## src/hdl/mem_pkg.sv

```systemverilog
//////////////////////////////////////////////////
// ROM buffer geometry and memory path select
//////////////////////////////////////////////////

package mem_pkg;

    // 16-bit words, word addressed
    localparam int ROM_AW    = 10;
    localparam int ROM_DW    = 16;
    localparam int ROM_WORDS = 1 << ROM_AW;

    // Byte capacity seen by the host loader
    localparam int ROM_BYTES = ROM_WORDS * (ROM_DW / 8);

    // Who owns the ROM buffer
    typedef enum logic {
        MEM_PROG,
        MEM_READ
    } mem_sel_t;

endpackage

```

## src/hdl/frame_if.sv

```systemverilog
//////////////////////////////////////////////////
// ROM program write bus and game read bus
//////////////////////////////////////////////////

// Byte-lane write bus, no acknowledge
interface rom_wr_if;
    import mem_pkg::*;

    logic [ROM_AW-1:0] prog_addr;
    logic [ROM_DW-1:0] prog_data;
    logic [1:0]        prog_mask;
    logic              prog_we;

    modport loader (
        output prog_addr,
        output prog_data,
        output prog_mask,
        output prog_we
    );

    modport mem (
        input prog_addr,
        input prog_data,
        input prog_mask,
        input prog_we
    );
endinterface


```

## src/hdl/rom_loader.sv

```systemverilog
//////////////////////////////////////////////////
// Host byte stream to byte-lane ROM writes
//////////////////////////////////////////////////

module rom_loader (
    input  logic        clk_sys,
    input  logic        RESET,
    input  logic [24:0] ioctl_addr,
    input  logic [7:0]  ioctl_data,
    input  logic        ioctl_wr,
    rom_wr_if.loader    wr,
    output logic [11:0] load_count
);
    import mem_pkg::*;

    logic byte_ok;
    logic take;

    // Anything past the buffer is dropped
    assign byte_ok = ioctl_addr < 25'(ROM_BYTES);
    assign take    = ioctl_wr & byte_ok;

    always_ff @(posedge clk_sys or posedge RESET) begin
        if (RESET) begin
            wr.prog_we <= 1'b0;
            load_count <= '0;
        end else begin
            wr.prog_we <= take;
            // Count saturates at all ones
            if (take && load_count != '1)
                load_count <= load_count + 12'd1;
        end
    end

    // Same byte on both lanes, mask picks the half
    always_ff @(posedge clk_sys) begin
        if (take) begin
            wr.prog_addr <= ioctl_addr[ROM_AW:1];
            wr.prog_data <= {2{ioctl_data}};
            wr.prog_mask <= ioctl_addr[0] ? 2'b10 : 2'b01;
        end
    end

endmodule

```

## src/flat_wrapper.sv

```systemverilog
// flat-port wrapper written by rule: the top's interface ports become plain ports
module rom_loader_flat import mem_pkg::*;
  (clk_sys, RESET, ioctl_addr, ioctl_data, ioctl_wr, load_count, wr_prog_addr, wr_prog_data, wr_prog_mask, wr_prog_we);
  rom_wr_if wr_i ();
  input  logic clk_sys;
  input  logic RESET;
  input  logic [24:0] ioctl_addr;
  input  logic [7:0] ioctl_data;
  input  logic ioctl_wr;
  output logic [11:0] load_count;
  output wire logic [$bits(wr_i.prog_addr)-1:0] wr_prog_addr;
  output wire logic [$bits(wr_i.prog_data)-1:0] wr_prog_data;
  output wire logic [$bits(wr_i.prog_mask)-1:0] wr_prog_mask;
  output wire logic [$bits(wr_i.prog_we)-1:0] wr_prog_we;
  assign wr_prog_addr = wr_i.prog_addr;
  assign wr_prog_data = wr_i.prog_data;
  assign wr_prog_mask = wr_i.prog_mask;
  assign wr_prog_we = wr_i.prog_we;
  rom_loader u_core (.clk_sys(clk_sys), .RESET(RESET), .ioctl_addr(ioctl_addr), .ioctl_data(ioctl_data), .ioctl_wr(ioctl_wr), .wr(wr_i), .load_count(load_count));
endmodule
```

## config.mk

```make
export PLATFORM = sky130hd
export DESIGN_NAME = rom_loader_flat
export DESIGN_NICKNAME = d
export VERILOG_FILES = /design/src/hdl/mem_pkg.sv /design/src/hdl/frame_if.sv /design/src/hdl/rom_loader.sv /design/src/flat_wrapper.sv
export SDC_FILE = /design/constraint.sdc
export NUM_CORES = 1
export LEC_CHECK = 0
export BUFFER_PORTS_ARGS = -buffer_cell sky130_fd_sc_hd__buf_4
export CORE_MARGIN = 2
export CORE_UTILIZATION = 39
export CTS_CLUSTER_DIAMETER = 40
export DETAILED_ROUTE_END_ITERATION = 6
export PLACE_DENSITY = 0.75
export SLEW_MARGIN = 20
export SYNTH_ARGS = -nofsm -noshare
export SYNTH_HDL_FRONTEND = slang
export SYNTH_SLANG_ARGS = --single-unit
export TNS_END_PERCENT = 100
```

## constraint.sdc

```tcl
create_clock -name clk_sys -period 1.49 [get_ports clk_sys]
set_input_delay 0.149 -clock clk_sys [delete_from_list [all_inputs] [get_ports clk_sys]]
set_output_delay 0.149 -clock clk_sys [all_outputs]
set_load 0.01 [all_outputs]
```

==> impl_metrics.py, run 1 <==
metrics = {
    "clock_network": {
        "clock_latency_ns": 0.31,
        "clkSinkCount": 33,
        "numCtsBuffers": 5,
        "tritoncts": "built",
        "clock-root-buffer": "clkbuf_4",
        "ctsLongestPathBuffers": 2,
        "clk_pin_slew_ns": 0.10,
        "htreeDepth": 2,
    },
    "finish": {
        "nFillCells": 238,
        "drive_gt1_frac": 0.5764,
        "nets": 239,
        "syn2layout_area_growth_pct": 79.35,
        "diodes": 0,
    },
    "floorplanning": {
        "start_util": 0.4044,
        "core_sq_um": 3311,
        "die_h_microns": 62.59,
        "rows": 21,
        "pin_count": 77,
        "dieArea_sq_um": 3918,
        "dieWidth_microns": 62.59,
    },
    "logic_synthesis": {
        "synth_warnings": 0,
        "synth_nets": 126,
        "syn_inst": 89,
        "ys_seq_elements": 33,
        "synth_cell_types": 22,
        "synth_largest_area_cell": "edfxtp_1",
        "yosysSeqAreaShare": 0.6916,
        "syn_area_sq_um": 1339,
        "synth_area_leaders": "edfxtp_1, dfrtp_1, xor2_1",
        "synth_top_area_frac": 0.4486,
        "synth.avg_cell_area_sq_um": 15.04,
    },
    "routing": {
        "num_vias": 1150,
        "firstDrtPassIters": 4,
        "postRouteAntennaNets": 0,
        "drt-initial-drc-count": 17,
        "routed_wl_microns": 3585,
        "drc": 0,
        "drt-vias-per-instance": 4.618,
        "post_drt_wl_per_cell_microns": 14.40,
    },
    "worst_setup_path": {
        "worstRegToRegCells": 6,
        "required_ns": 1.73,
        "start_kind": "flip-flop",
        "reg2reg_slack_ns": -0.05,
        "arrival_ns": 1.78,
        "cp-endpoint": "u_core.load_count[11]$_DFFE_PP0P_",
        "cp-startpoint": "u_core.load_count[0]$_DFFE_PP0P_",
        "timing.rr.end": "u_core.load_count[11]$_DFFE_PP0P_",
        "crit_type": "reg2reg",
        "critPathMaxFanout": 6,
        "cp-end-kind": "flip-flop",
        "reg2reg_from": "u_core.load_count[0]$_DFFE_PP0P_",
    },
    "global_routing": {
        "groute.usage.overall": 0.1971,
        "grt_pass1_vias": 1214,
        "met1_usage": 0.2378,
        "antenna_found_initial": 0,
        "use_met3": 0.07207,
        "grt-busiest-layer": "met2",
        "grt_overflow": 0,
        "grt_pass1_wl_microns": 6009,
        "met2_usage": 0.3387,
        "grt_max_degree": 22,
    },
    "timing": {
        "finalClockSkew_ns": 0.01143,
        "fin_crit_ns": 1.539,
        "setup_viol_count_final": 8,
        "slew_violations": 0,
        "rsz0062_at_grt": "yes",
        "timing.hold.ws_ns": 0.4091,
        "slew_headroom": 0.6638,
        "post-route-period-util": 1.033,
        "fin_ws_ns": -0.04934,
        "fmax_ghz": 0.6496,
        "tightest_slew_ns": 0.5038,
        "setup-tns-final_ns": -0.1543,
        "hold_viol_final": 0,
    },
    "outcome": {
        "violations": "negative setup slack",
        "outcome": "finished with violations",
    },
    "power_and_ir_drop": {
        "pwr-share-comb": 0.075,
        "switching_share": 0.1804,
        "vdd_drop_max_mv": 0.5637,
        "clkPwrFrac": 0.363,
        "power_mw": 1.726,
        "switchingPower_mw": 0.3113,
        "pwr-share-seq": 0.562,
        "power.density_nw_per_um2": 718.7,
        "leakage_nw": 1.132,
        "p_int_mw": 1.414,
    },
    "run": {
        "maxCapViolations": 0,
    },
    "placement": {
        "hpwl_microns": 2310,
        "io_buffers": 76,
        "gp_congestion": 0.8705,
    },
    "worst_hold_path": {
        "hp-class": "in2async",
    },
}
==> power by group through the flow <==
stage          Sequential (mW)  Clock [mW]  Combinational, mW
2_1_floorplan            0.991           0            0.00949
3_3_place_gp             0.990           0             0.0819
3_5_place_dp             0.990           0             0.0848
4_1_cts                  0.971       0.651              0.128
5_1_grt                  0.971       0.709              0.141
6_report                 0.970       0.626              0.129
==> worst max-delay path, stage by stage, from the launching register on <==
cell and delay (ns):
dfrtp_2 0.44, ha_4 0.18, nand3_4 0.10, nor4_4 0.04, buf_6 0.14, nor4b_1 0.39, xor2_1 0.17
==> placed cells by master (no fill, tap or decap), types with 2 or more instances in the layout <==
master,instances
dfrtp_1,12
inv_1,2
nand3_1,2
and3_1,2
clkbuf_4,5
nand2_1,5
xor2_1,11
buf_4,91
nor4_2,3
dlygate4sd3_1,20
nor2_1,2
buf_6,3
edfxtp_1,20
nor3_1,2
nor3_2,4
nand4_1,3
==> logic make-up (layout without fill, tap and decap cells) <==
group                    Yosys count  count (layout)  synth area share
flip-flops                        33              33            0.6916
AND/OR/NAND/NOR                   30              30            0.1505
buffers and inverters             12             126           0.06168
XOR/XNOR                          11              11           0.07196
adder cells (fa/ha/maj)            1               1          0.009344
AO/OA/AOI/OAI                      1               1          0.006543
multiplexers                       1               1          0.008411
==> worst min path at each step <==
stage | cells after the start | from | endpoint
floorplan | 1 | RESET | u_core.load_count[10]$_DFFE_PP0P_
global placement | 2 | RESET | u_core.wr.prog_we$_DFF_PP0_
detailed placement | 2 | RESET | u_core.wr.prog_we$_DFF_PP0_
CTS | 3 | RESET | u_core.load_count[11]$_DFFE_PP0P_
global route | 3 | RESET | u_core.load_count[10]$_DFFE_PP0P_
finish | 3 | RESET | u_core.load_count[10]$_DFFE_PP0P_
==> Yosys cell counts (all sizes together) <==
library cell and number:
nor3b 1, inv 3, nor2 3, dfrtp 13, nor3 6, nand4 3, o2111ai 1, xor2 11
nand2 5, mux2 1, buf 9, nand3 3, nor4 5, edfxtp 20, and3 2, ha 1
nor4b 2
==> sequential cells by signal (all words and copies together) (netlist names) <==
signal / flops
u_core.load_count: 12
u_core.wr.prog_data: 8
u_core.wr.prog_addr: 10
u_core.wr.prog_we: 1
u_core.wr.prog_mask: 2
==> per-stage QoR <==
stage	worst slack [ns]	util	cells	cell area (sq um)
detailed placement	-0.1477	0.6126	217	2028
floorplan	-0.1541	-	89	1346
global route	-0.1499	0.7252	249	2401
CTS	-0.02432	0.7147	247	2366
finish	-0.04934	0.7252	249	2401
global placement	-0.04212	0.6126	217	2028
==> final cells by class <==
| cell class | instances | area (sq um) | share of cell area |
|---|---|---|---|
| multi-input cells | 44 | 389.1 | 0.1621 |
| clock inverters | 2 | 33.78 | 0.01407 |
| repair buffers | 115 | 937.1 | 0.3903 |
| clock buffers | 6 | 41.29 | 0.01720 |
| inverters | 3 | 15.01 | 0.006253 |
| well taps | 46 | 57.56 | 0.02397 |
| flip-flops and latches | 33 | 927.1 | 0.3861 |
==> repair_timing <==
item	in CTS	in global routing
resized for setup	9	4
hold endpoints to repair	32	0
pin swaps	2	1
hold buffers	20	0
setup buffers	2	2
setup endpoints to repair	9	12
==> layer usage <==
| metal | up-vias | part of all wire |
|---|---|---|
| li1 | 549 | - |
| met1 | 537 | 0.41 |
| met2 | 60 | 0.52 |
| met3 | 4 | 0.072 |
| met4 | 0 | 0.0045 |
| met5 | - | 0 |
(Power assumes the default switching activity.)
==> run 2, diff against run 1 <==
Settings changed: GPL_TIMING_DRIVEN set to 0, PLACE_DENSITY 0.75 to 0.74.
==> run 2 against run 1 <==
Die area is the same. Non-clock buffer count shrank 3. Sequential power is essentially flat. Sequential share of layout area grew 1.4 points. Global-route usage shrank 1.3 points. Largest cell class is now sequential cells. The run still ends with negative setup slack left. Largest power group unchanged. Flip-flop and latch count is the same. Register-to-register slack gained 0.02 ns. Cell area shrank 3.4%. Via count shrank 2.1%. Critical path depth is the same.
==> impl_metrics.py, run 2 (synthesis gave the netlist of run 1 again) <==
metrics = {
    "floorplanning": {
        "dieArea_sq_um": 3918,
        "rows": 21,
        "die_h_microns": 62.59,
        "dieWidth_microns": 62.59,
        "core_sq_um": 3311,
        "start_util": 0.4044,
        "pin_count": 77,
    },
    "power_and_ir_drop": {
        "leakage_nw": 1.106,
        "switching_share": 0.1838,
        "vdd_drop_max_mv": 0.4771,
        "clkPwrFrac": 0.366,
        "switchingPower_mw": 0.3185,
        "pwr-share-seq": 0.560,
        "pwr-share-comb": 0.074,
        "power.density_nw_per_um2": 746.9,
        "power_mw": 1.733,
        "p_int_mw": 1.414,
    },
    "timing": {
        "fmax_ghz": 0.6576,
        "fin_ws_ns": -0.03061,
        "post-route-period-util": 1.021,
        "rsz0062_at_grt": "yes",
        "setup_viol_count_final": 6,
        "timing.hold.ws_ns": 0.3183,
        "setup-tns-final_ns": -0.1119,
        "finalClockSkew_ns": 0.003561,
        "hold_viol_final": 0,
        "tightest_slew_ns": 0.5021,
        "fin_crit_ns": 1.521,
        "slew_violations": 0,
        "slew_headroom": 0.6649,
    },
    "global_routing": {
        "grt_pass1_vias": 1109,
        "groute.usage.overall": 0.1843,
        "antenna_found_initial": 0,
        "grt_max_degree": 22,
        "grt_overflow": 0,
        "grt_pass1_wl_microns": 5582,
    },
    "clock_network": {
        "clkSinkCount": 33,
        "ctsLongestPathBuffers": 2,
        "clock_latency_ns": 0.32,
        "tritoncts": "built",
        "clk_pin_slew_ns": 0.10,
        "clock-root-buffer": "clkbuf_4",
        "htreeDepth": 2,
        "numCtsBuffers": 5,
    },
    "finish": {
        "regMostFlops": "u_core.load_count",
        "largest_reg_flops": 12,
        "drive_gt1_frac": 0.5450,
        "fin_util": 0.7007,
        "syn2layout_area_growth_pct": 73.27,
        "diodes": 0,
        "top_regs": "u_core.load_count: 12 flops, u_core.wr.prog_addr: 10 flops, u_core.wr.prog_data: 8 flops",
        "final_common_cell": "buf_4",
        "final_cell_mix": "buf_4, dlygate4sd3_1, edfxtp_1, dfrtp_1, xor2_1",
        "nets": 236,
        "nFillCells": 247,
    },
    "placement": {
        "place_ws_ns": -0.2757,
        "io_buffers": 76,
        "hpwl_microns": 2234,
        "gp_congestion": 0.8108,
    },
    "routing": {
        "drc": 0,
        "firstDrtPassIters": 4,
        "num_vias": 1126,
        "postRouteAntennaNets": 0,
        "post_drt_wl_per_cell_microns": 13.93,
        "drt-vias-per-instance": 4.577,
        "routed_wl_microns": 3426,
        "drt-initial-drc-count": 24,
    },
    "run": {
        "maxCapViolations": 0,
    },
    "worst_setup_path": {
        "required_ns": 1.69,
        "crit_type": "reg2reg",
        "reg2reg_slack_ns": -0.03,
        "critPathMaxFanout": 4,
        "cp-end-kind": "flip-flop",
        "arrival_ns": 1.72,
        "start_kind": "flip-flop",
    },
    "outcome": {
        "outcome": "finished with violations",
        "violations": "negative setup slack",
    },
    "worst_hold_path": {
        "hp-class": "in2reg",
    },
}
run 2: final timing paths:
kind / startpoint / to / depth (start not counted)
setup / recovery: u_core.load_count[1]$_DFFE_PP0P_ / u_core.load_count[9]$_DFFE_PP0P_ / 6
hold / removal: ioctl_addr[17] / u_core.load_count[11]$_DFFE_PP0P_ / 5
setup reg to reg: u_core.load_count[1]$_DFFE_PP0P_ / u_core.load_count[9]$_DFFE_PP0P_ / 6
hold reg to reg: u_core.load_count[11]$_DFFE_PP0P_ / u_core.load_count[11]$_DFFE_PP0P_ / 1
max in group asynchronous: RESET / u_core.load_count[0]$_DFFE_PP0P_ / 3
min in group asynchronous: RESET / u_core.load_count[11]$_DFFE_PP0P_ / 3
run 2: final cells by class:
class	instances	area, sq um	area share
plain buffers	9	71.32	0.03074
clock buffers	6	41.29	0.01780
clock inverters	2	33.78	0.01456
inverters	3	15.01	0.006473
multi-input cells	44	350.3	0.1510
flip-flops and latches	33	927.1	0.3997
well taps	46	57.56	0.02481
repair buffers	103	823.3	0.3549
run 2: per-layer routing:
metal	vias to the layer above	global-route usage	share of wire
met5	-	0	0
met2	59	0.2984	0.48
li1	538	-	-
met4	0	0.05833	0.0061
met3	4	0.06306	0.092
met1	525	0.2333	0.42
run 2: metrics by stage:
stage	cells	area (sq um)
after floorplan	89	1346
after global placement	211	1974
after detailed placement	211	1974
after CTS	244	2285
after global routing	246	2320
final	246	2320
run 2: power by group through the flow:
stage | logic, mW | clock network (mW) | registers (mW)
finish | 0.128 | 0.635 | 0.970
global route | 0.139 | 0.699 | 0.971
CTS | 0.126 | 0.650 | 0.970
floorplan | 0.00949 | 0 | 0.991
detailed placement | 0.0851 | 0 | 0.990
global placement | 0.0820 | 0 | 0.990
run 2: what timing repair did:
| item | CTS | global route |
|---|---|---|
| hold endpoints to repair | 31 | 1 |
| setup buffers | 6 | 1 |
| gates resized for setup | 0 | 3 |
| setup endpoints to repair | 9 | 12 |
| pin swaps | 2 | 2 |
| hold buffers | 19 | 1 |
run 2: worst max-delay path: stages (launching register included):
cell     delay, ns
dfrtp_1       0.37
ha_2          0.21
nand3_4       0.09
nor4_4        0.33
buf_4         0.20
nor4_1        0.06
xor2_1        0.14
