--- config.mk ---
export PLATFORM = sky130hd
export DESIGN_NAME = frame_ctrl
export DESIGN_NICKNAME = d
export VERILOG_FILES = /design/src/hdl/mem_pkg.sv /design/src/hdl/frame_pkg.sv /design/src/hdl/frame_ctrl.sv
export SDC_FILE = /design/constraint.sdc
export NUM_CORES = 1
export LEC_CHECK = 0
export BUFFER_PORTS_ARGS = -buffer_cell sky130_fd_sc_hd__buf_2
export CAP_MARGIN = 15
export CORE_MARGIN = 2
export CORE_UTILIZATION = 41
export DETAILED_ROUTE_END_ITERATION = 10
export PLACE_DENSITY_LB_ADDON = 0.3
export SETUP_SLACK_MARGIN = 0.4
export SLEW_MARGIN = 10
export SYNTH_ARGS = -nofsm -noshare
export SYNTH_HDL_FRONTEND = slang
export SYNTH_SLANG_ARGS = --single-unit
--- constraint.sdc ---
create_clock -name clk_sys -period 1.8 [get_ports clk_sys]
set_input_delay 0.18 -clock clk_sys [delete_from_list [all_inputs] [get_ports clk_sys]]
set_output_delay 0.18 -clock clk_sys [all_outputs]
set_load 0.005 [all_outputs]
--- src/hdl/mem_pkg.sv ---
//////////////////////////////////////////////////
// ROM buffer geometry and memory path select
//////////////////////////////////////////////////

package mem_pkg;

    // 16-bit words, word addressed
    localparam int ROM_AW    = 10;
    localparam int ROM_DW    = 16;
    localparam int ROM_WORDS = 1 << ROM_AW;

    // Byte capacity seen by the host loader
    localparam int ROM_BYTES = ROM_WORDS * (ROM_DW / 8);

    // Who owns the ROM buffer
    typedef enum logic {
        MEM_PROG,
        MEM_READ
    } mem_sel_t;

endpackage

--- src/hdl/frame_pkg.sv ---
//////////////////////////////////////////////////
// Frame control types, status bits, register map
// and reset timing constants
//////////////////////////////////////////////////

package frame_pkg;

    // Control FSM states
    typedef enum logic [1:0] {
        ST_BOOT,
        ST_LOAD,
        ST_RUN,
        ST_RELOCK
    } frame_state_t;

    // Status word bit positions
    localparam int STATUS_RST_BIT   = 0;
    localparam int STATUS_PAUSE_BIT = 1;
    localparam int STATUS_FLIP_BIT  = 2;
    localparam int STATUS_TEST_BIT  = 3;

    // Host register byte offsets
    localparam logic [3:0] REG_STATUS   = 4'h0;
    localparam logic [3:0] REG_DIPSW    = 4'h4;
    localparam logic [3:0] REG_CORE_ID  = 4'h8;
    localparam logic [3:0] REG_LOAD_CNT = 4'hC;

    localparam logic [31:0] CORE_ID = 32'h4A46_0100;

    // AXI response codes
    localparam logic [1:0] AXI_OKAY   = 2'b00;
    localparam logic [1:0] AXI_SLVERR = 2'b10;

    // Reset timing, in clk_sys cycles
    localparam int RST_HOLD_CYCLES = 16;
    localparam int PLL_RST_CYCLES  = 256;
    localparam int HOLD_CNT_W      = $clog2(RST_HOLD_CYCLES + 1);
    localparam int PLL_CNT_W       = $clog2(PLL_RST_CYCLES);

endpackage
--- src/hdl/frame_ctrl.sv ---
//////////////////////////////////////////////////
// Control FSM with PLL supervisor, game reset hold
// and memory path select
//////////////////////////////////////////////////

module frame_ctrl (
    input  logic              clk_sys,
    input  logic              RESET,
    input  logic              pll_locked,
    input  logic              downloading,
    input  logic [31:0]       status,
    output logic              pll_rst,
    output logic              game_rst,
    output mem_pkg::mem_sel_t mem_sel
);
    import frame_pkg::*;
    import mem_pkg::*;

    frame_state_t          state;
    frame_state_t          state_nxt;
    logic                  last_locked;
    logic                  lock_lost;
    logic [PLL_CNT_W-1:0]  pll_cnt;
    logic [HOLD_CNT_W-1:0] hold_cnt;
    logic                  pll_bad;
    logic                  rst_cause;

    //////////////////////////////////////////////////
    // PLL supervisor
    //////////////////////////////////////////////////

    assign lock_lost = last_locked & ~pll_locked;

    always_ff @(posedge clk_sys or posedge RESET) begin
        if (RESET) begin
            last_locked <= 1'b0;
            pll_cnt     <= '0;
            pll_rst     <= 1'b0;
        end else begin
            last_locked <= pll_locked;
            if (lock_lost) begin
                // Reload on every lost lock
                pll_rst <= 1'b1;
                pll_cnt <= PLL_CNT_W'(PLL_RST_CYCLES - 1);
            end else if (pll_cnt != '0) begin
                pll_cnt <= pll_cnt - 1'b1;
            end else begin
                pll_rst <= 1'b0;
            end
        end
    end

    //////////////////////////////////////////////////
    // Reset sequencing
    //////////////////////////////////////////////////

    assign pll_bad   = pll_rst | ~pll_locked;
    assign rst_cause = downloading | status[STATUS_RST_BIT] | pll_bad;

    // Reloaded by any cause and counted down in the cause-free cycles
    always_ff @(posedge clk_sys or posedge RESET) begin
        if (RESET) begin
            hold_cnt <= HOLD_CNT_W'(RST_HOLD_CYCLES - 1);
        end else if (rst_cause) begin
            hold_cnt <= HOLD_CNT_W'(RST_HOLD_CYCLES - 1);
        end else if (hold_cnt != '0) begin
            hold_cnt <= hold_cnt - 1'b1;
        end
    end

    always_comb begin
        state_nxt = state;
        case (state)
            ST_BOOT: begin
                if (pll_bad)
                    state_nxt = ST_RELOCK;
                else if (downloading)
                    state_nxt = ST_LOAD;
                else if (!rst_cause && hold_cnt == '0)
                    state_nxt = ST_RUN;
            end
            ST_LOAD: begin
                if (!downloading)
                    state_nxt = ST_BOOT;
            end
            ST_RUN: begin
                if (pll_bad)
                    state_nxt = ST_RELOCK;
                else if (downloading)
                    state_nxt = ST_LOAD;
                else if (status[STATUS_RST_BIT])
                    state_nxt = ST_BOOT;
            end
            ST_RELOCK: begin
                // Back to the hold phase once the PLL settles
                if (!pll_bad)
                    state_nxt = ST_BOOT;
            end
            default: state_nxt = ST_BOOT;
        endcase
    end

    always_ff @(posedge clk_sys or posedge RESET) begin
        if (RESET)
            state <= ST_BOOT;
        else
            state <= state_nxt;
    end

    // Game only runs in ST_RUN
    assign game_rst = (state != ST_RUN);
    assign mem_sel  = downloading ? MEM_PROG : MEM_READ;

    a_pll_holds_game: assert property (@(posedge clk_sys) disable iff (RESET)
        pll_rst |-> game_rst);

    // Loader owns the buffer only while the game is held
    a_prog_holds_game: assert property (@(posedge clk_sys) disable iff (RESET)
        (mem_sel == MEM_PROG) |=> game_rst);

endmodule

==> qor.yml, run 1 <==
status:
  status: "complete, no violations"
global_routing:
  grt_pass1_wl_microns: 3190
  grt-ovfl-total: 0
  antenna_found_initial: 0
  grt_usage: 0.164
  met1_usage: 0.203
  grt_pass1_vias: 740
  gr-usage-met3: 0.0268
  grt.busiest_layer: "met2"
  grt_use_met2: 0.294
  grt_max_degree: 18
yosys:
  synthDistinctLibCells: 34
  synth-seq-area-share: 0.487
  synthCells: 87
  yosys_warnings: 0
  netlist_area_sq_um: 883
  synthesis.nets: 126
  avgSynthCellArea_sq_um: 10.2
  synth_seq_cells: 17
cells_and_area:
  mostFrequentLayoutCells: "13 x dfrtp_1, 11 x buf_4, 7 x inv_1, 7 x buf_2, 6 x nor2_1"
  drive_gt1_frac: 0.394
  layout_commonest_cell: "dfrtp_1"
  area_delta_synth_final_pct: 32.0
  diodes: 0
  num-nets-final: 149
  fin_cells: 136
timing:
  final-max-slew-violation-count: 0
  fmax_ghz: 0.580
  worst_slew_pin_slew_ns: 0.742
  hold_viol_final: 0
  slew_headroom: 0.501
  period_share: 0.957
  setup_violations: 0
  rsz0062_at_grt: "true"
  hold_ws_ns: 0.0775
  fin_skew_ns: 0.00628
  finalSetupTns_ns: 0
  post-route-min-period_ns: 1.72
floorplan:
  die_w_microns: 50.4
  fp.dieH_microns: 50.4
  core_sq_um: 2000
  start_util: 0.441
  pin_count: 39
  rows: 16
  die-area_sq_um: 2540
hold_path:
  holdPathEnd: "last_locked$_DFF_PP0_"
  hold_path_class: "in -> reg"
  min_path_cells: 1
  hold_path_startpoint: "pll_locked"
critical_path:
  crit_path_end_kind: "flop"
  cp_num_buf_inv: 1
  startpoint_type: "flop"
  critPathTopFamily: "simple AND/OR/NAND/NOR gates"
  timing.rr.end: "pll_cnt[1]$_DFFE_PP0P_"
  path_max_fanout: 2
  path_class: "reg -> reg"
  critical_path_arrival_ns: 1.91
  r2r_setup_slack_ns: 0.08
  crit_path_cell_trace: "inv_2, ha_1, or4b_4, nor4_4, mux2_4"
  rr_startpoint: "pll_cnt[0]$_DFFE_PP0P_"
  worst_path_max_delay_cell: "or4b_4"
  slowest_delay_ns: 0.49
  r2r_cells: 5
  crit_required_ns: 1.98
power_and_ir_drop:
  powerDensity_nw_per_um2: 727
  finalPower_w: 0.000848
  ir_worst_vdd_mv: 0.474
  p_leak_nw: 0.502
placement:
  dp.cells: 123
  hpwl_microns: 1230
  port_buffers: 7
  gp_congestion: 0.743
clock_tree:
  cts_made_buffers: 3
  cts_sinks: 17
  cts-htree-levels: 1
  cts_tree: "yes"
  clock_latency_ns: 0.29
  root_buffer: "clkbuf_4"
  clk_path_buf_depth: 2
  clk_pin_slew_ns: 0.10
routing:
  drtIter0Drc: 13
  routed_wl_microns: 1800
  drtPass1Iterations: 4
  vias: 716
  wl_per_cell_microns: 13.2
  drc: 0
  antenna_left: 0
  vias_per_cell: 5.26
run:
  cap_violations: 0
## report_power, final
group	total, W	internal, W	switching (W)
clock network	0.000202	0.0000860	0.000116
registers	0.000469	0.000417	0.0000514
logic	0.000177	0.0000929	0.0000839
total	0.000848	0.000596	0.000252
## flip-flops by register name, summed over array words and instances, names as in the netlist
register / count
hold_cnt: 5
pll_rst: 1
last_locked: 1
pll_cnt: 8
state: 2
## worst max-delay path by stage
| stage | start | to | slack [ns] | depth (start not counted) |
|---|---|---|---|---|
| after global placement | pll_cnt[1]$_DFFE_PP0P_ | pll_cnt[1]$_DFFE_PP0P_ | 0.05 | 5 |
| after floorplan | pll_cnt[0]$_DFFE_PP0P_ | pll_cnt[1]$_DFFE_PP0P_ | -0.002 | 6 |
| after global routing | pll_cnt[0]$_DFFE_PP0P_ | pll_cnt[1]$_DFFE_PP0P_ | -0.01 | 5 |
| after detailed placement | pll_cnt[0]$_DFFE_PP0P_ | pll_cnt[2]$_DFFE_PP0P_ | 0.02 | 6 |
| final | pll_cnt[0]$_DFFE_PP0P_ | pll_cnt[1]$_DFFE_PP0P_ | 0.08 | 5 |
| after CTS | pll_cnt[0]$_DFFE_PP0P_ | pll_cnt[1]$_DFFE_PP0P_ | 0.06 | 5 |
## what timing repair did
action                                  in CTS  in global routing
pin swaps                                    8                  2
resized for setup                           10                  7
endpoints found under the setup margin      14                 15
endpoints found under the hold margin       13                  0
hold buffers                                 1                  0
buffers inserted                             6                  2
## Yosys cell counts (all sizes together)
cell    number  area [sq um]
nor3b        1          7.51
nand2        4          15.0
nand2b       4          25.0
dfrtp       13           325
a311oi       1          8.76
o22a         1          8.76
ha           3          37.5
nand4        1          6.26
nor2         7          26.3
inv         10          37.5
o311a        1          10.0
mux2         1          15.0
nand3        2          10.0
or3          1          6.26
o211ai       3          22.5
nand3b       1          7.51
and2         2          12.5
o31ai        1          7.51
clkbuf       1          3.75
mux2i        3          30.0
nor2b        1          6.26
nor4         1          21.3
or4b         2          20.0
xnor2        1          8.76
buf          1          5.00
o311ai       1          8.76
nor3         4          20.0
a41oi        1          8.76
a21oi        3          15.0
a31oi        2          12.5
o21ai        3          15.0
dfstp        4           105
and2b        1          7.51
and3         1          6.26
## worst register-to-register path, cell delays in order, from the launching register on
cell	delay (ns)
dfrtp_1	0.40
inv_2	0.07
ha_1	0.13
or4b_4	0.49
nor4_4	0.21
mux2_4	0.33
## per-stage QoR
stage	worst slack, ns	area (sq um)	utilization
final	0.0770	1170	0.583
after global routing	-0.0128	1170	0.583
after CTS	0.0612	1100	0.551
after detailed placement	0.0166	986	0.493
after global placement	0.0541	986	0.493
after floorplan	-0.00193	900	-
## metal layers
layer,vias up,routed length (microns)
met3,2,58
met4,0,9
met2,17,934
li1,350,-
met5,-,0
met1,347,795
## cells by family (layout without fill, tap and decap cells)
group / count (synthesis) / count (layout) / share of synthesized area
xor+xnor: 1 / 1 / 0.00992
fa+ha+maj: 3 / 3 / 0.0425
buf+inv: 12 / 34 / 0.0524
mux: 4 / 4 / 0.0510
flops: 17 / 17 / 0.487
simple gates: 33 / 33 / 0.224
compound gates: 17 / 17 / 0.133
## final cells by class
cell class	instances	area [sq um]
Fill cell	190	836
Multi-Input combinational cell	58	499
Sequential cell	17	430
Timing Repair Buffer	20	139
Inverter	10	37.5
Tap cell	27	33.8
Clock buffer	4	26.3
Power figures use the tool's default switching activity.
==> run 2, diff against run 1 <==
- CELL_PAD_IN_SITES_DETAIL_PLACEMENT: unset -> 0
- CELL_PAD_IN_SITES_GLOBAL_PLACEMENT: unset -> 1
- CORE_UTILIZATION: 41 -> 30
- CTS_CLUSTER_DIAMETER: unset -> 50
==> run 2 against run 1 <==
Sequential share of layout area up 0.85 points. First-iteration DRC count up 15%. Sequential cell count unchanged. Non-clock buffer count unchanged. Clock power up 2%. Count of clock-buffer cells in the layout down 1. Setup slack better by 0.0080 ns. Via count down 2.2%. Sequential power about the same. Critical path type unchanged. Critical endpoint unchanged.
==> qor.yml, run 2 (synthesized netlist as in run 1, its figures left out) <==
cells_and_area:
  largestRegisters: "pll_cnt x8, hold_cnt x5, state x2"
  top_register: "pll_cnt"
  area.sequential_sq_um: 430
  layout_commonest_cell: "dfrtp_1"
  drive_gt1_frac: 0.394
  mostFrequentLayoutCells: "13 x dfrtp_1, 11 x buf_4, 7 x buf_2, 6 x inv_1, 6 x nor2_1"
  largest_reg_flops: 8
  multi_input_area_sq_um: 467
  n_fill_cell: 276
  area_delta_synth_final_pct: 29.0
  diodes: 0
  num-nets-final: 149
routing:
  vias: 700
  vias_per_cell: 5.00
  drtIter0Drc: 15
  wl_per_cell_microns: 12.7
  drtPass1Iterations: 4
  routed_wl_microns: 1770
  drc: 0
  antenna_left: 0
placement:
  gp_congestion: 0.751
  hpwl_microns: 1220
  port_buffers: 7
  place_ws_ns: 0.0119
hold_path:
  hold_path_startpoint: "pll_locked"
  hold_path_class: "in -> reg"
floorplan:
  start_util: 0.318
  core_sq_um: 2780
  die_w_microns: 58.3
  pin_count: 39
  die-area_sq_um: 3390
  rows: 19
  fp.dieH_microns: 58.3
critical_path:
  crit_required_ns: 1.98
  r2r_cells: 5
  crit_path_end_kind: "flop"
  path_max_fanout: 2
  slowest_delay_ns: 0.49
  r2r_setup_slack_ns: 0.09
  crit_end: "pll_cnt[1]$_DFFE_PP0P_"
  rr_startpoint: "pll_cnt[0]$_DFFE_PP0P_"
  path_class: "reg -> reg"
  worst_path_max_delay_cell: "or4b_4"
  critical_path_arrival_ns: 1.89
  startpoint_type: "flop"
  timing.rr.end: "pll_cnt[1]$_DFFE_PP0P_"
  cp-startpoint: "pll_cnt[0]$_DFFE_PP0P_"
  crit_path_cell_trace: "inv_2, ha_1, or4b_4, nor4_4, mux2_4"
power_and_ir_drop:
  finalPower_w: 0.000845
  ir_worst_vdd_mv: 0.697
  p_leak_nw: 0.500
  powerDensity_nw_per_um2: 741
status:
  status: "complete, no violations"
clock_tree:
  cts-htree-levels: 1
  cts_tree: "yes"
  clk_pin_slew_ns: 0.09
  cts_sinks: 17
  root_buffer: "clkbuf_4"
  clock_latency_ns: 0.29
  clk_path_buf_depth: 2
  cts_made_buffers: 3
timing:
  fmax_ghz: 0.583
  finalSetupTns_ns: 0
  worst_slew_pin_slew_ns: 0.651
  fin_skew_ns: 0.00988
  setup_violations: 0
  slew_headroom: 0.565
  post-route-min-period_ns: 1.71
  hold_viol_final: 0
  period_share: 0.953
  layout_setup_ws_ns: 0.0850
  rsz0062_at_grt: "true"
  final-max-slew-violation-count: 0
global_routing:
  grt-ovfl-total: 0
  grt_max_degree: 18
  grt_pass1_vias: 713
  grt_pass1_wl_microns: 3200
  grt_usage: 0.123
  antenna_found_initial: 0
run:
  cap_violations: 0
## run 2: cell types whose count changed in the layout (fill, tap and decap cells not counted), sizes merged
cell	previous run	this run
clkinv	0	1
clkbuf	4	3
## run 2: how the worst min path moves through the flow
stage / endpoint / cells after the start
2_1_floorplan: hold_cnt[4]$_DFFE_PP0P_ / 1
3_3_place_gp: hold_cnt[4]$_DFFE_PP0P_ / 2
3_5_place_dp: state[1]$_DFFE_PP0P_ / 2
4_1_cts: last_locked$_DFF_PP0_ / 1
5_1_grt: last_locked$_DFF_PP0_ / 1
6_report: last_locked$_DFF_PP0_ / 1
## run 2: worst max-delay path: cells and delay by family (launching register included)
family,cells,cell delay (ns)
fa+ha+maj,1,0.14
buf+inv,1,0.06
flops,1,0.40
mux,1,0.32
simple gates,2,0.69
## run 2: what timing repair did
item | CTS | global route
resized for setup | 7 | 5
endpoints found under the hold margin | 13 | 0
buffers inserted | 6 | 1
pin swaps | 6 | 2
hold buffers | 1 | 0
endpoints found under the setup margin | 14 | 15
## run 2: metal layers
metal,vias up,GRT usage,wire length [microns]
li1,356,-,-
met1,338,0.158,793
met2,6,0.201,920
met3,0,0.0469,60
met4,0,0.0199,0
met5,-,0,0
## run 2: report_power, final
part | switching, W | internal [W] | leakage (nW)
sequential | 0.0000491 | 0.000417 | 0.172
combinational | 0.0000791 | 0.0000934 | 0.310
clock | 0.000123 | 0.0000827 | 0.0177
## run 2: per-stage QoR
stage	cell area, sq um	util	hold slack, ns	std cells
after floorplan	900	-	0.103	87
after global placement	998	0.359	0.310	128
after detailed placement	998	0.359	0.304	128
after CTS	1110	0.399	0.0333	139
after global routing	1140	0.410	0.0263	140
final	1140	0.410	0.0486	140
## run 2: cell type report
cell class | instances | area share
clock buffer | 3 | 0.0198
clock inverter | 1 | 0.00439
inverter | 10 | 0.0329
multi-input combinational | 58 | 0.409
sequential | 17 | 0.378
tap | 31 | 0.0340
timing repair buffer | 20 | 0.122
