[src/hdl/frame_pkg.sv]
//////////////////////////////////////////////////
// Frame control types, status bits, register map
// and reset timing constants
//////////////////////////////////////////////////

package frame_pkg;

    // Control FSM states
    typedef enum logic [1:0] {
        ST_BOOT,
        ST_LOAD,
        ST_RUN,
        ST_RELOCK
    } frame_state_t;

    // Status word bit positions
    localparam int STATUS_RST_BIT   = 0;
    localparam int STATUS_PAUSE_BIT = 1;
    localparam int STATUS_FLIP_BIT  = 2;
    localparam int STATUS_TEST_BIT  = 3;

    // Host register byte offsets
    localparam logic [3:0] REG_STATUS   = 4'h0;
    localparam logic [3:0] REG_DIPSW    = 4'h4;
    localparam logic [3:0] REG_CORE_ID  = 4'h8;
    localparam logic [3:0] REG_LOAD_CNT = 4'hC;

    localparam logic [31:0] CORE_ID = 32'h4A46_0100;

    // AXI response codes
    localparam logic [1:0] AXI_OKAY   = 2'b00;
    localparam logic [1:0] AXI_SLVERR = 2'b10;

    // Reset timing, in clk_sys cycles
    localparam int RST_HOLD_CYCLES = 16;
    localparam int PLL_RST_CYCLES  = 256;
    localparam int HOLD_CNT_W      = $clog2(RST_HOLD_CYCLES + 1);
    localparam int PLL_CNT_W       = $clog2(PLL_RST_CYCLES);

endpackage
[src/hdl/osd_regs.sv]
//////////////////////////////////////////////////
// AXI4-Lite register block with status, DIP,
// core ID and load count
//////////////////////////////////////////////////

module osd_regs (
    input  logic        clk_sys,
    input  logic        RESET,
    input  logic [3:0]  awaddr,
    input  logic        awvalid,
    output logic        awready,
    input  logic [31:0] wdata,
    input  logic [3:0]  wstrb,
    input  logic        wvalid,
    output logic        wready,
    output logic [1:0]  bresp,
    output logic        bvalid,
    input  logic        bready,
    input  logic [3:0]  araddr,
    input  logic        arvalid,
    output logic        arready,
    output logic [31:0] rdata,
    output logic [1:0]  rresp,
    output logic        rvalid,
    input  logic        rready,
    input  logic [11:0] load_count,
    output logic [31:0] status,
    output logic [31:0] dipsw
);
    import frame_pkg::*;

    logic wr_take;

    // Byte strobe merge
    function automatic logic [31:0] merge_bytes(
        input logic [31:0] old_val,
        input logic [31:0] new_val,
        input logic [3:0]  strb
    );
        logic [31:0] res;
        res = old_val;
        for (int b = 0; b < 4; b++) begin
            if (strb[b])
                res[b*8 +: 8] = new_val[b*8 +: 8];
        end
        return res;
    endfunction

    //////////////////////////////////////////////////
    // Write channel
    //////////////////////////////////////////////////

    // Address and data accepted together, stalled by a pending B
    assign wr_take = awvalid & wvalid & ~bvalid;
    assign awready = wr_take;
    assign wready  = wr_take;

    always_ff @(posedge clk_sys or posedge RESET) begin
        if (RESET) begin
            status <= '0;
            dipsw  <= '0;
            bvalid <= 1'b0;
            bresp  <= AXI_OKAY;
        end else if (wr_take) begin
            bvalid <= 1'b1;
            case (awaddr)
                REG_STATUS: begin
                    status <= merge_bytes(status, wdata, wstrb);
                    bresp  <= AXI_OKAY;
                end
                REG_DIPSW: begin
                    dipsw <= merge_bytes(dipsw, wdata, wstrb);
                    bresp <= AXI_OKAY;
                end
                default: bresp <= AXI_SLVERR;
            endcase
        end else if (bready) begin
            bvalid <= 1'b0;
        end
    end

    //////////////////////////////////////////////////
    // Read channel
    //////////////////////////////////////////////////

    assign arready = arvalid & ~rvalid;

    always_ff @(posedge clk_sys or posedge RESET) begin
        if (RESET) begin
            rvalid <= 1'b0;
            rdata  <= '0;
            rresp  <= AXI_OKAY;
        end else if (arready) begin
            rvalid <= 1'b1;
            rresp  <= AXI_OKAY;
            case (araddr)
                REG_STATUS:   rdata <= status;
                REG_DIPSW:    rdata <= dipsw;
                REG_CORE_ID:  rdata <= CORE_ID;
                REG_LOAD_CNT: rdata <= {20'd0, load_count};
                default: begin
                    rdata <= '0;
                    rresp <= AXI_SLVERR;
                end
            endcase
        end else if (rready) begin
            rvalid <= 1'b0;
        end
    end

    // A pending response stays put until the host takes it
    a_b_held: assert property (@(posedge clk_sys) disable iff (RESET)
        (bvalid && !bready) |=> (bvalid && $stable(bresp)));

endmodule

[config.mk]
export PLATFORM = sky130hd
export DESIGN_NAME = osd_regs
export DESIGN_NICKNAME = d
export VERILOG_FILES = /design/src/hdl/frame_pkg.sv /design/src/hdl/osd_regs.sv
export SDC_FILE = /design/constraint.sdc
export NUM_CORES = 1
export LEC_CHECK = 0
export ABC_AREA = 1
export BUFFER_PORTS_ARGS = -buffer_cell sky130_fd_sc_hd__buf_2
export CAP_MARGIN = 10
export CORE_MARGIN = 2
export CORE_UTILIZATION = 28
export DETAILED_ROUTE_END_ITERATION = 7
export SYNTH_ARGS = -nofsm -noshare
export SYNTH_HDL_FRONTEND = slang
export SYNTH_SLANG_ARGS = --single-unit
[constraint.sdc]
create_clock -name clk_sys -period 3.1 [get_ports clk_sys]
set_clock_uncertainty 0.15 [all_clocks]
set_input_delay 0.465 -clock clk_sys [delete_from_list [all_inputs] [get_ports clk_sys]]
set_output_delay 0.465 -clock clk_sys [all_outputs]
set_load 0.05 [all_outputs]
==> run_results.csv, run 1 <==
group,metric,value,unit
drt,wl_per_cell,14.4,um
synthesis,yosys.area_share.xor_xnor,0,
setup_path,cp.arrival,1390,ps
clock_network,clk_pin_slew_worst_paths,70,ps
sta,finalSetupTns,0,ps
die,boundaryPins,168,
die,die_area,0.0178,sq mm
placement,hpwl,9310,um
clock_network,postCtsSetupBuffers,0,
setup_path,crit_buf_inv,3,
sta,hold_violations,0,
worst_hold_path,hp-class,"primary input to async pin",
cells_and_area,layout_commonest_cell,"nand2_1",
pwr,finalPower,0.00375,W
job,cap_viol_max_count,0,
pwr,pwr-share-comb,0.243,
sta,worst_pin_slew,874,ps
setup_path,startpoint_type,"flop",
clock_network,numCtsBuffers,9,
pwr,power_density,624,mW/mm^2
die,die_w,134,um
cells_and_area,fillers,1730,
die,rows,47,
clock_network,cts_resized,0,
placement,dp_slack,1040,ps
global_routing,antenna_found_initial,0,
cells_and_area,num-nets-final,756,
synthesis,synth_compound_area_frac,0.115,
synthesis,synth_top_family_by_area,"simple AND/OR/NAND/NOR gates",
die,initial_core_util,0.285,
clock_network,ctsHoldBuffers,0,
pwr,intPower,0.00246,W
die,fp.dieH,134,um
pwr,ir_drop,0.000301,V
pwr,p_seq_frac,0.406,
synthesis,synthTopCellsByArea,"dfrtp_1 53%, nand2_1 15%, o21ai_2 9.5%",
setup_path,worst-setup-path-type,"flop to output pin",
setup_path,cp_max_fo,6,
drt,drt_iter0_markers,190,
synthesis,synth.area.mux_share,0,
synthesis,synth-main-ff-cell,"dfrtp_1",
cells_and_area,multi_input_area,0.00182,sq mm
pwr,p_clk_frac,0.351,
drt,vias,4062,
sta,setup_violations,0,
synthesis,synth_top_area_share,0.533,
synthesis,syn_inst,541,
placement,postPlaceCellArea,0.00566,sq mm
die,coreArea,0.0165,sq mm
synthesis,synth_warnings,0,
placement,io_buffers,165,
pwr,swShare,0.344,
global_routing,grtUsageTotal,0.152,
setup_path,required,2480,ps
clock_network,cts.sinks,100,
setup_path,crit_top_cell,"inv_1",
global_routing,grt_overflow,0,
sta,relSlewSlack,0.416,
run_status,run_status,"complete, no violations",
drt,drc,0,
clock_network,clock-root-buffer,"clkbuf_16",
placement,routabilityCongestion,0.789,
sta,period_minus_slack,2000,ps
cells_and_area,drive_gt1_frac,0.364,
synthesis,ys_types,19,
setup_path,cp_top_family,"buffers and inverters",
global_routing,grt_pass1_wl,21200,um
cells_and_area,final_cell_mix,"190 x nand2_1, 165 x buf_2, 100 x dfrtp_1, 82 x nand3_1, 51 x o21ai_2",
clock_network,cts_tree,"yes",
drt,avgViaCountPerCell,4.42,
sta,rsz0062_at_grt,"false",
sta,maxSlewViolCount,0,
setup_path,cpPeakStageDelay,380,ps
setup_path,critical_path.endpoint_type,"output pin",
global_routing,grt_start_max_net_pins,101,
cells_and_area,antennaDiodeCount,0,
synthesis,seq_area_frac_synth,0.533,
drt,drt-pass1-iter-count,4,
synthesis,synth-seq-cells,100,
setup_path,cp_cell_sequence,"inv_1 > nand3_2 > inv_1 > buf_2",
synthesis,async_reset_ff_frac,1.00,
sta,max_freq,0.499,GHz
clock_network,cts.path.max_buffers,2,
drt,wirelength,13300,um
sta,fin_ws,1100,ps
clock_network,clk_latency,340,ps
sta,period_share,0.646,
cells_and_area,final_area,0.00601,sq mm
synthesis,synth_area,0.00470,sq mm
synthesis,synth.avg_cell_area,8.68,sq um
setup_path,cp-startpoint,"bvalid",
synthesis,synth_fa_ha_area_frac,0,
global_routing,grt_pass1_vias,3959,
pwr,p_leak,3.43,nW
synthesis,yosys.area_share.simple,0.267,
drt,antenna_left,0,
cells_and_area,final_util,0.365,
cells_and_area,area_delta_synth_final,28.0,%
cells_and_area,seqCellArea,0.00250,sq mm
setup_path,r2r_start,"bvalid",
clock_network,htree_levels,3,
pwr,p_sw,0.00129,W
setup_path,slowest_stage,"dfrtp_1",
synthesis,synth_edf_count,0,
synthesis,yosysTopAreaCell,"dfrtp_1",
-- power groups by stage --
| stage | combinational (W) | sequential, W | clock, W |
|---|---|---|---|
| final | 0.000913 | 0.00152 | 0.00132 |
| after global routing | 0.000976 | 0.00154 | 0.00139 |
| after CTS | 0.000924 | 0.00152 | 0.00135 |
| after detailed placement | 0.000923 | 0.00155 | 0 |
| after global placement | 0.000918 | 0.00155 | 0 |
| after floorplan | 0.000259 | 0.00195 | 0 |
-- state kept, by name, indices dropped and copies added (netlist names) --
name	cells
bresp	1
bvalid	1
dipsw	32
rdata	32
rresp	1
rvalid	1
status	32
-- cell type report --
class | instances | area share
Inverter | 46 | 0.0293
Multi-Input combinational cell | 365 | 0.303
Clock buffer | 12 | 0.0427
Sequential cell | 100 | 0.416
Clock inverter | 4 | 0.0158
Tap cell | 220 | 0.0458
Timing Repair Buffer | 171 | 0.147
-- worst reg2reg max path, cell delays in order (launching register included) --
cell and delay (ps):
dfrtp_1 380, inv_1 80, nand3_2 160, nor2_1 220, nand2_2 290, nand2_1 170, o21ai_2 60
-- Yosys cell counts (8+ instances only) --
library cell / instances
buf_2: 11
buf_4: 9
buf_6: 8
dfrtp_1: 100
inv_1: 46
nand2_1: 190
nand2_2: 9
nand3_1: 82
nor2_1: 8
o21ai_1: 13
o21ai_2: 51
-- layer usage --
| layer | up-vias | routed length, um | GRT usage |
|---|---|---|---|
| met1 | 1888 | 6230 | 0.207 |
| li1 | 2037 | - | - |
| met2 | 121 | 6070 | 0.239 |
| met3 | 16 | 719 | 0.0327 |
| met5 | - | 0 | 0 |
| met4 | 0 | 238 | 0.0538 |
-- per-stage QoR --
| step | cells | hold slack (ps) |
|---|---|---|
| 4_1_cts | 918 | 125 |
| 2_1_floorplan | 542 | 411 |
| 5_1_grt | 918 | 155 |
| 3_5_place_dp | 902 | 311 |
| 3_3_place_gp | 902 | 312 |
| 6_report | 918 | 113 |
-- cells by family (layout without fill, tap and decap cells) --
kind of cell / count (synthesis) / count (layout)
compound gates: 69 / 69
buf+inv: 77 / 233
flops: 100 / 100
other cells: 1 / 2
simple gates: 294 / 294
-- final timing paths --
path	to	slack, ps	depth (start not counted)
worst max register to register	dipsw[26]	1470	6
max in group asynchronous	rdata[4]	2250	3
min in group clk_sys	bvalid	140	2
worst min register to register	rdata[1]	320	2
worst max-delay path	wready	1100	4
worst min-delay path	dipsw[17]	110	3
(Power assumes the default switching activity.)
==> run 2: changes to the inputs <==
--- a/config.mk
+++ b/config.mk
@@ -5,7 +5,7 @@
 export SDC_FILE = /design/constraint.sdc
 export NUM_CORES = 1
 export LEC_CHECK = 0
-export ABC_AREA = 1
+export ABC_AREA = 0
 export BUFFER_PORTS_ARGS = -buffer_cell sky130_fd_sc_hd__buf_2
 export CAP_MARGIN = 10
 export CORE_MARGIN = 2
==> constraint.sdc (replaced) <==
create_clock -name clk_sys -period 2.07 [get_ports clk_sys]
set_clock_uncertainty 0.15 [all_clocks]
set_input_delay 0.3105 -clock clk_sys [delete_from_list [all_inputs] [get_ports clk_sys]]
set_output_delay 0.3105 -clock clk_sys [all_outputs]
set_load 0.05 [all_outputs]
==> run 2 against run 1 <==
Against the previous run:
- die area down 2.2%
- critical endpoint unchanged
- final cell count is 20% lower
- design area grew 1.2%
==> run_results.csv, run 2 <==
group,metric,value,unit
run_status,run_status,"complete, no violations",
sta,maxSlewViolCount,0,
setup_path,cp.arrival,1480,ps
worst_hold_path,hp-class,"primary input to flop",
cells_and_area,area_delta_synth_final,32.5,%
clock_network,cts_resized,0,
die,rows,46,
setup_path,worst-setup-path-type,"flop to output pin",
setup_path,cp_max_fo,13,
global_routing,grtUsageTotal,0.152,
clock_network,numCtsBuffers,9,
die,fp.dieH,132,um
cells_and_area,num-nets-final,572,
die,boundaryPins,168,
die,die_area,0.0174,sq mm
synthesis,synth-seq-cells,100,
die,initial_core_util,0.288,
drt,drc,0,
sta,rsz0062_at_grt,"false",
setup_path,required,1610,ps
global_routing,grt_pass1_wl,20600,um
synthesis,synth_top_area_share,0.545,
cells_and_area,final_cell_mix,"165 x buf_2, 100 x dfrtp_1, 48 x mux2_4, 28 x nand2_1, 26 x mux2_2",
placement,dp_slack,162,ps
cells_and_area,drive_gt1_frac,0.556,
clock_network,postCtsSetupBuffers,0,
sta,worst_pin_slew,609,ps
global_routing,grt_overflow,0,
placement,hpwl,9480,um
pwr,finalPower,0.00576,W
cells_and_area,top_regs,"dipsw: 32 flops, rdata: 32 flops, status: 32 flops",
clock_network,cts.sinks,100,
setup_path,startpoint_type,"flop",
clock_network,cts_tree,"yes",
drt,vias,3395,
sta,relSlewSlack,0.591,
drt,drt_iter0_markers,107,
synthesis,syn_inst,338,
sta,setup_violations,0,
global_routing,grt_start_max_net_pins,53,
sta,period_minus_slack,1950,ps
drt,wl_per_cell,17.8,um
synthesis,seq_area_frac_synth,0.545,
clock_network,htree_levels,3,
synthesis,synth_area,0.00459,sq mm
cells_and_area,layout_commonest_cell,"buf_2",
clock_network,clock-root-buffer,"clkbuf_16",
die,die_w,132,um
cells_and_area,antennaDiodeCount,0,
synthesis,ys_types,30,
die,coreArea,0.0159,sq mm
synthesis,yosysMostFrequentCell,"dfrtp_1",
clock_network,clk_pin_slew_worst_paths,70,ps
clock_network,clk_latency,350,ps
placement,routabilityCongestion,0.782,
sta,holdWs,22.8,ps
sta,hold_violations,0,
synthesis,synthTopCellsByArea,"dfrtp_1 54%, mux2_4 16%, mux2_2 6.4%",
sta,max_freq,0.514,GHz
placement,postPlaceCellArea,0.00570,sq mm
placement,io_buffers,165,
global_routing,grt_pass1_vias,3607,
drt,avgViaCountPerCell,4.65,
synthesis,synth-main-ff-cell,"dfrtp_1",
pwr,ir_drop,0.000418,V
cells_and_area,final_area,0.00608,sq mm
synthesis,synth_common_cells,"100 x dfrtp_1, 48 x mux2_4, 28 x nand2_1",
pwr,p_leak,3.12,nW
pwr,power_density,947,mW/mm^2
drt,drt-pass1-iter-count,4,
job,cap_viol_max_count,0,
clock_network,cts.path.max_buffers,2,
synthesis,async_reset_ff_frac,1.00,
synthesis,synth_edf_count,0,
drt,wirelength,13000,um
synthesis,synth_warnings,0,
drt,antenna_left,0,
sta,finalSetupTns,0,ps
sta,period_share,0.940,
synthesis,synth.avg_cell_area,13.6,sq um
setup_path,critical_path.endpoint_type,"output pin",
synthesis,yosysTopAreaCell,"dfrtp_1",
sta,fin_ws,125,ps
global_routing,antenna_found_initial,1,
run 2: cell families after synthesis:
logic type	share of synthesized area
other cells	0.000817
buf+inv	0.0477
compound gates	0.0970
flops	0.545
mux	0.221
simple gates	0.0888
run 2: report_power, final:
group          internal, W  total [W]  switching [W]
clock              0.00134    0.00209       0.000753
sequential         0.00213    0.00227       0.000138
combinational     0.000423    0.00140       0.000975
total              0.00389    0.00576        0.00187
run 2: worst max-delay path, stage by stage, from the launching register on:
cell	delay, ps
dfrtp_1	390
and3b_1	420
buf_2	330
run 2: final timing paths:
path | endpoint | from | depth (start not counted) | slack (ps)
setup / recovery | wready | bvalid | 2 | 120
hold / removal | rvalid | rready | 2 | 20
setup reg to reg | status[8] | bvalid | 3 | 170
hold reg to reg | rdata[23] | rdata[23] | 2 | 330
max in group asynchronous | rdata[24] | RESET | 4 | 800
min in group asynchronous | status[19] | RESET | 3 | 370
run 2: stage by stage:
step,cells,utilization
after floorplan,339,-
after global placement,713,0.357
after detailed placement,713,0.357
after CTS,730,0.381
after global routing,730,0.381
final,730,0.381
run 2: cell type report:
class                      instances  area, sq um
multi-input combinational        209         1880
clock buffer                      10          239
sequential                       100         2500
tap                              216          270
clock inverter                     6          134
inverter                           4         18.8
timing repair buffer             185         1040
fill                            1551         9860
run 2: what timing repair did:
action                                  CTS  global route
hold buffers                              1             0
endpoints found under the hold margin    15             0
endpoints found under the setup margin    0             0
run 2: metal layers:
metal | global-route usage | part of all wire
met2 | 0.253 | 0.48
met1 | 0.193 | 0.44
met4 | 0.0465 | 0.012
met3 | 0.0400 | 0.062
met5 | 0 | 0.0012
==> run 3: changes to the inputs <==
--- a/config.mk
+++ b/config.mk
@@ -11,6 +11,7 @@
 export CORE_MARGIN = 2
 export CORE_UTILIZATION = 28
 export DETAILED_ROUTE_END_ITERATION = 7
+export SETUP_SLACK_MARGIN = 0.3
 export SYNTH_ARGS = -nofsm -noshare
 export SYNTH_HDL_FRONTEND = slang
 export SYNTH_SLANG_ARGS = --single-unit
==> run 3 against run 2 <==
Against the previous run:
- fmax increased by 11%
- critical endpoint is now status[29]
- design area rose by 1.1%
- clock power shrank 8%
- die area is the same
- final cell count grew 0.14%
- global-route usage rose by 0.19 points
- critical path type is now flop to flop
- non-clock buffer count stayed put
- combinational power barely moved
- first-iteration DRC count rose by 37%
- via count grew 0.59%
- critical path depth increased by 2
- count of clock-buffer cells in the layout shrank 1
==> run_results.csv, run 3 (same netlist as run 2, synthesis figures left out) <==
group,metric,value,unit
setup_path,cp_max_fo,8,
clock_network,clock-root-buffer,"clkbuf_16",
placement,routabilityCongestion,0.752,
clock_network,clk_pin_slew_worst_paths,80,ps
drt,wl_met1,5850,um
sta,fin_ws,324,ps
setup_path,crit_end,"status[29]",
sta,setup_violations,0,
cells_and_area,num-nets-final,573,
setup_path,r2r_start,"bvalid",
cells_and_area,antennaDiodeCount,0,
sta,period_minus_slack,1750,ps
setup_path,timing.reg2reg.setup_slack,320,ps
global_routing,grt_pass1_vias,3588,
cells_and_area,layout_commonest_cell,"buf_2",
drt,vias,3415,
die,die_w,132,um
drt,antenna_left,0,
pwr,p_leak,3.11,nW
placement,hpwl,9270,um
clock_network,numCtsBuffers,9,
global_routing,grt_start_max_net_pins,101,
sta,max_freq,0.573,GHz
drt,met3WireLength,997,um
sta,finalSetupTns,0,ps
cells_and_area,multi_input_area,0.00190,sq mm
sta,hold_violations,0,
global_routing,grt_pass1_wl,20700,um
drt,top_layer_used,"met4",
sta,period_share,0.844,
clock_network,cts.sinks,100,
run_status,run_status,"complete, no violations",
sta,worst_pin_slew,658,ps
worst_hold_path,whs_path_depth,2,
drt,wirelength,13200,um
die,boundaryPins,168,
cells_and_area,final_cells,731,
cells_and_area,seqCellArea,0.00250,sq mm
cells_and_area,fillers,1573,
drt,drt_iter0_markers,147,
pwr,ir_drop,0.000458,V
drt,drc,0,
sta,rsz0062_at_grt,"true",
global_routing,grtUsageTotal,0.154,
setup_path,required,2140,ps
pwr,power_density,914,mW/mm^2
setup_path,cp.arrival,1820,ps
sta,relSlewSlack,0.559,
cells_and_area,final_util,0.386,
cells_and_area,drive_gt1_frac,0.573,
drt,drt-pass1-iter-count,4,
clock_network,htree_levels,3,
placement,dp_slack,121,ps
drt,avgViaCountPerCell,4.67,
drt,wl_per_cell,18.0,um
global_routing,antenna_found_initial,1,
cells_and_area,area_delta_synth_final,33.9,%
placement,dp.cells,710,
clock_network,cts.path.max_buffers,2,
setup_path,critical_path.endpoint_type,"flop",
die,coreArea,0.0159,sq mm
setup_path,worst-setup-path-type,"flop to flop",
cells_and_area,final_cell_mix,"162 x buf_2, 98 x dfrtp_1, 48 x mux2_4, 27 x nand2_1, 26 x mux2_2",
setup_path,worst_r2r_path_depth,4,
pwr,finalPower,0.00562,W
die,die_area,0.0174,sq mm
die,rows,46,
die,initial_core_util,0.288,
clock_network,cts_tree,"yes",
worst_hold_path,hp-class,"primary input to flop",
global_routing,grt_overflow,0,
drt,wl_met2,6180,um
setup_path,cp-startpoint,"bvalid",
sta,maxSlewViolCount,0,
cells_and_area,top_regs,"dipsw: 32 flops, rdata: 32 flops, status: 32 flops",
placement,io_buffers,165,
setup_path,worstReg2RegEnd,"status[29]",
die,fp.dieH,132,um
clock_network,clk_latency,350,ps
job,cap_viol_max_count,0,
setup_path,startpoint_type,"flop",
-- run 3: changes by cell type in the layout (fill, tap and decap cells not counted), moves of 3 or more --
cell	previous run	this run
buf_6	0	3
clkinvlp_4	1	4
and3_2	0	3
buf_12	5	8
o21ai_1	9	17
buf_2	165	162
buf_4	14	9
and3_1	8	4
o21ai_0	13	5
-- run 3: final cells by class --
cell class / instances / share of cell area
repair buffers: 185 / 0.180
clock inverters: 7 / 0.0187
well taps: 216 / 0.0439
flip-flops and latches: 100 / 0.407
clock buffers: 9 / 0.0366
multi-input cells: 210 / 0.310
inverters: 4 / 0.00366
-- run 3: layer usage --
layer	vias to the layer above	global-route usage
met5	-	0
met4	0	0.0483
met1	1698	0.208
li1	1556	-
met2	148	0.237
met3	13	0.0454
-- run 3: worst min-delay path by stage --
stage               startpoint        end
floorplan               rready     rvalid
global placement     rdata[23]  rdata[23]
detailed placement   rdata[26]  rdata[26]
CTS                  wdata[23]  dipsw[23]
global route         wdata[16]  dipsw[16]
finish               wdata[19]  dipsw[19]
-- run 3: repair_timing --
action | CTS | global route
hold buffers | 2 | 0
gates cloned | 1 | 0
hold endpoints to repair | 76 | 0
pin swaps | 0 | 0
endpoints found under the setup margin | 78 | 42
resized for setup | 5 | 9
setup buffers | 1 | 1
-- run 3: through the flow --
step           area, sq um  hold slack (ps)
2_1_floorplan         4630              253
3_3_place_gp          5730              311
3_5_place_dp          5730              321
4_1_cts               6110             32.9
5_1_grt               6150             36.6
6_report              6150             51.1
-- run 3: power by group --
group	internal, W	switching [W]
logic	0.000434	0.000976
clock network	0.00118	0.000752
registers	0.00213	0.000145
-- run 3: worst max-delay path: stages, from the launching register on --
cell and delay, ps:
dfrtp_2 420, and3b_2 330, and3_1 250, buf_12 160, mux2_4 300
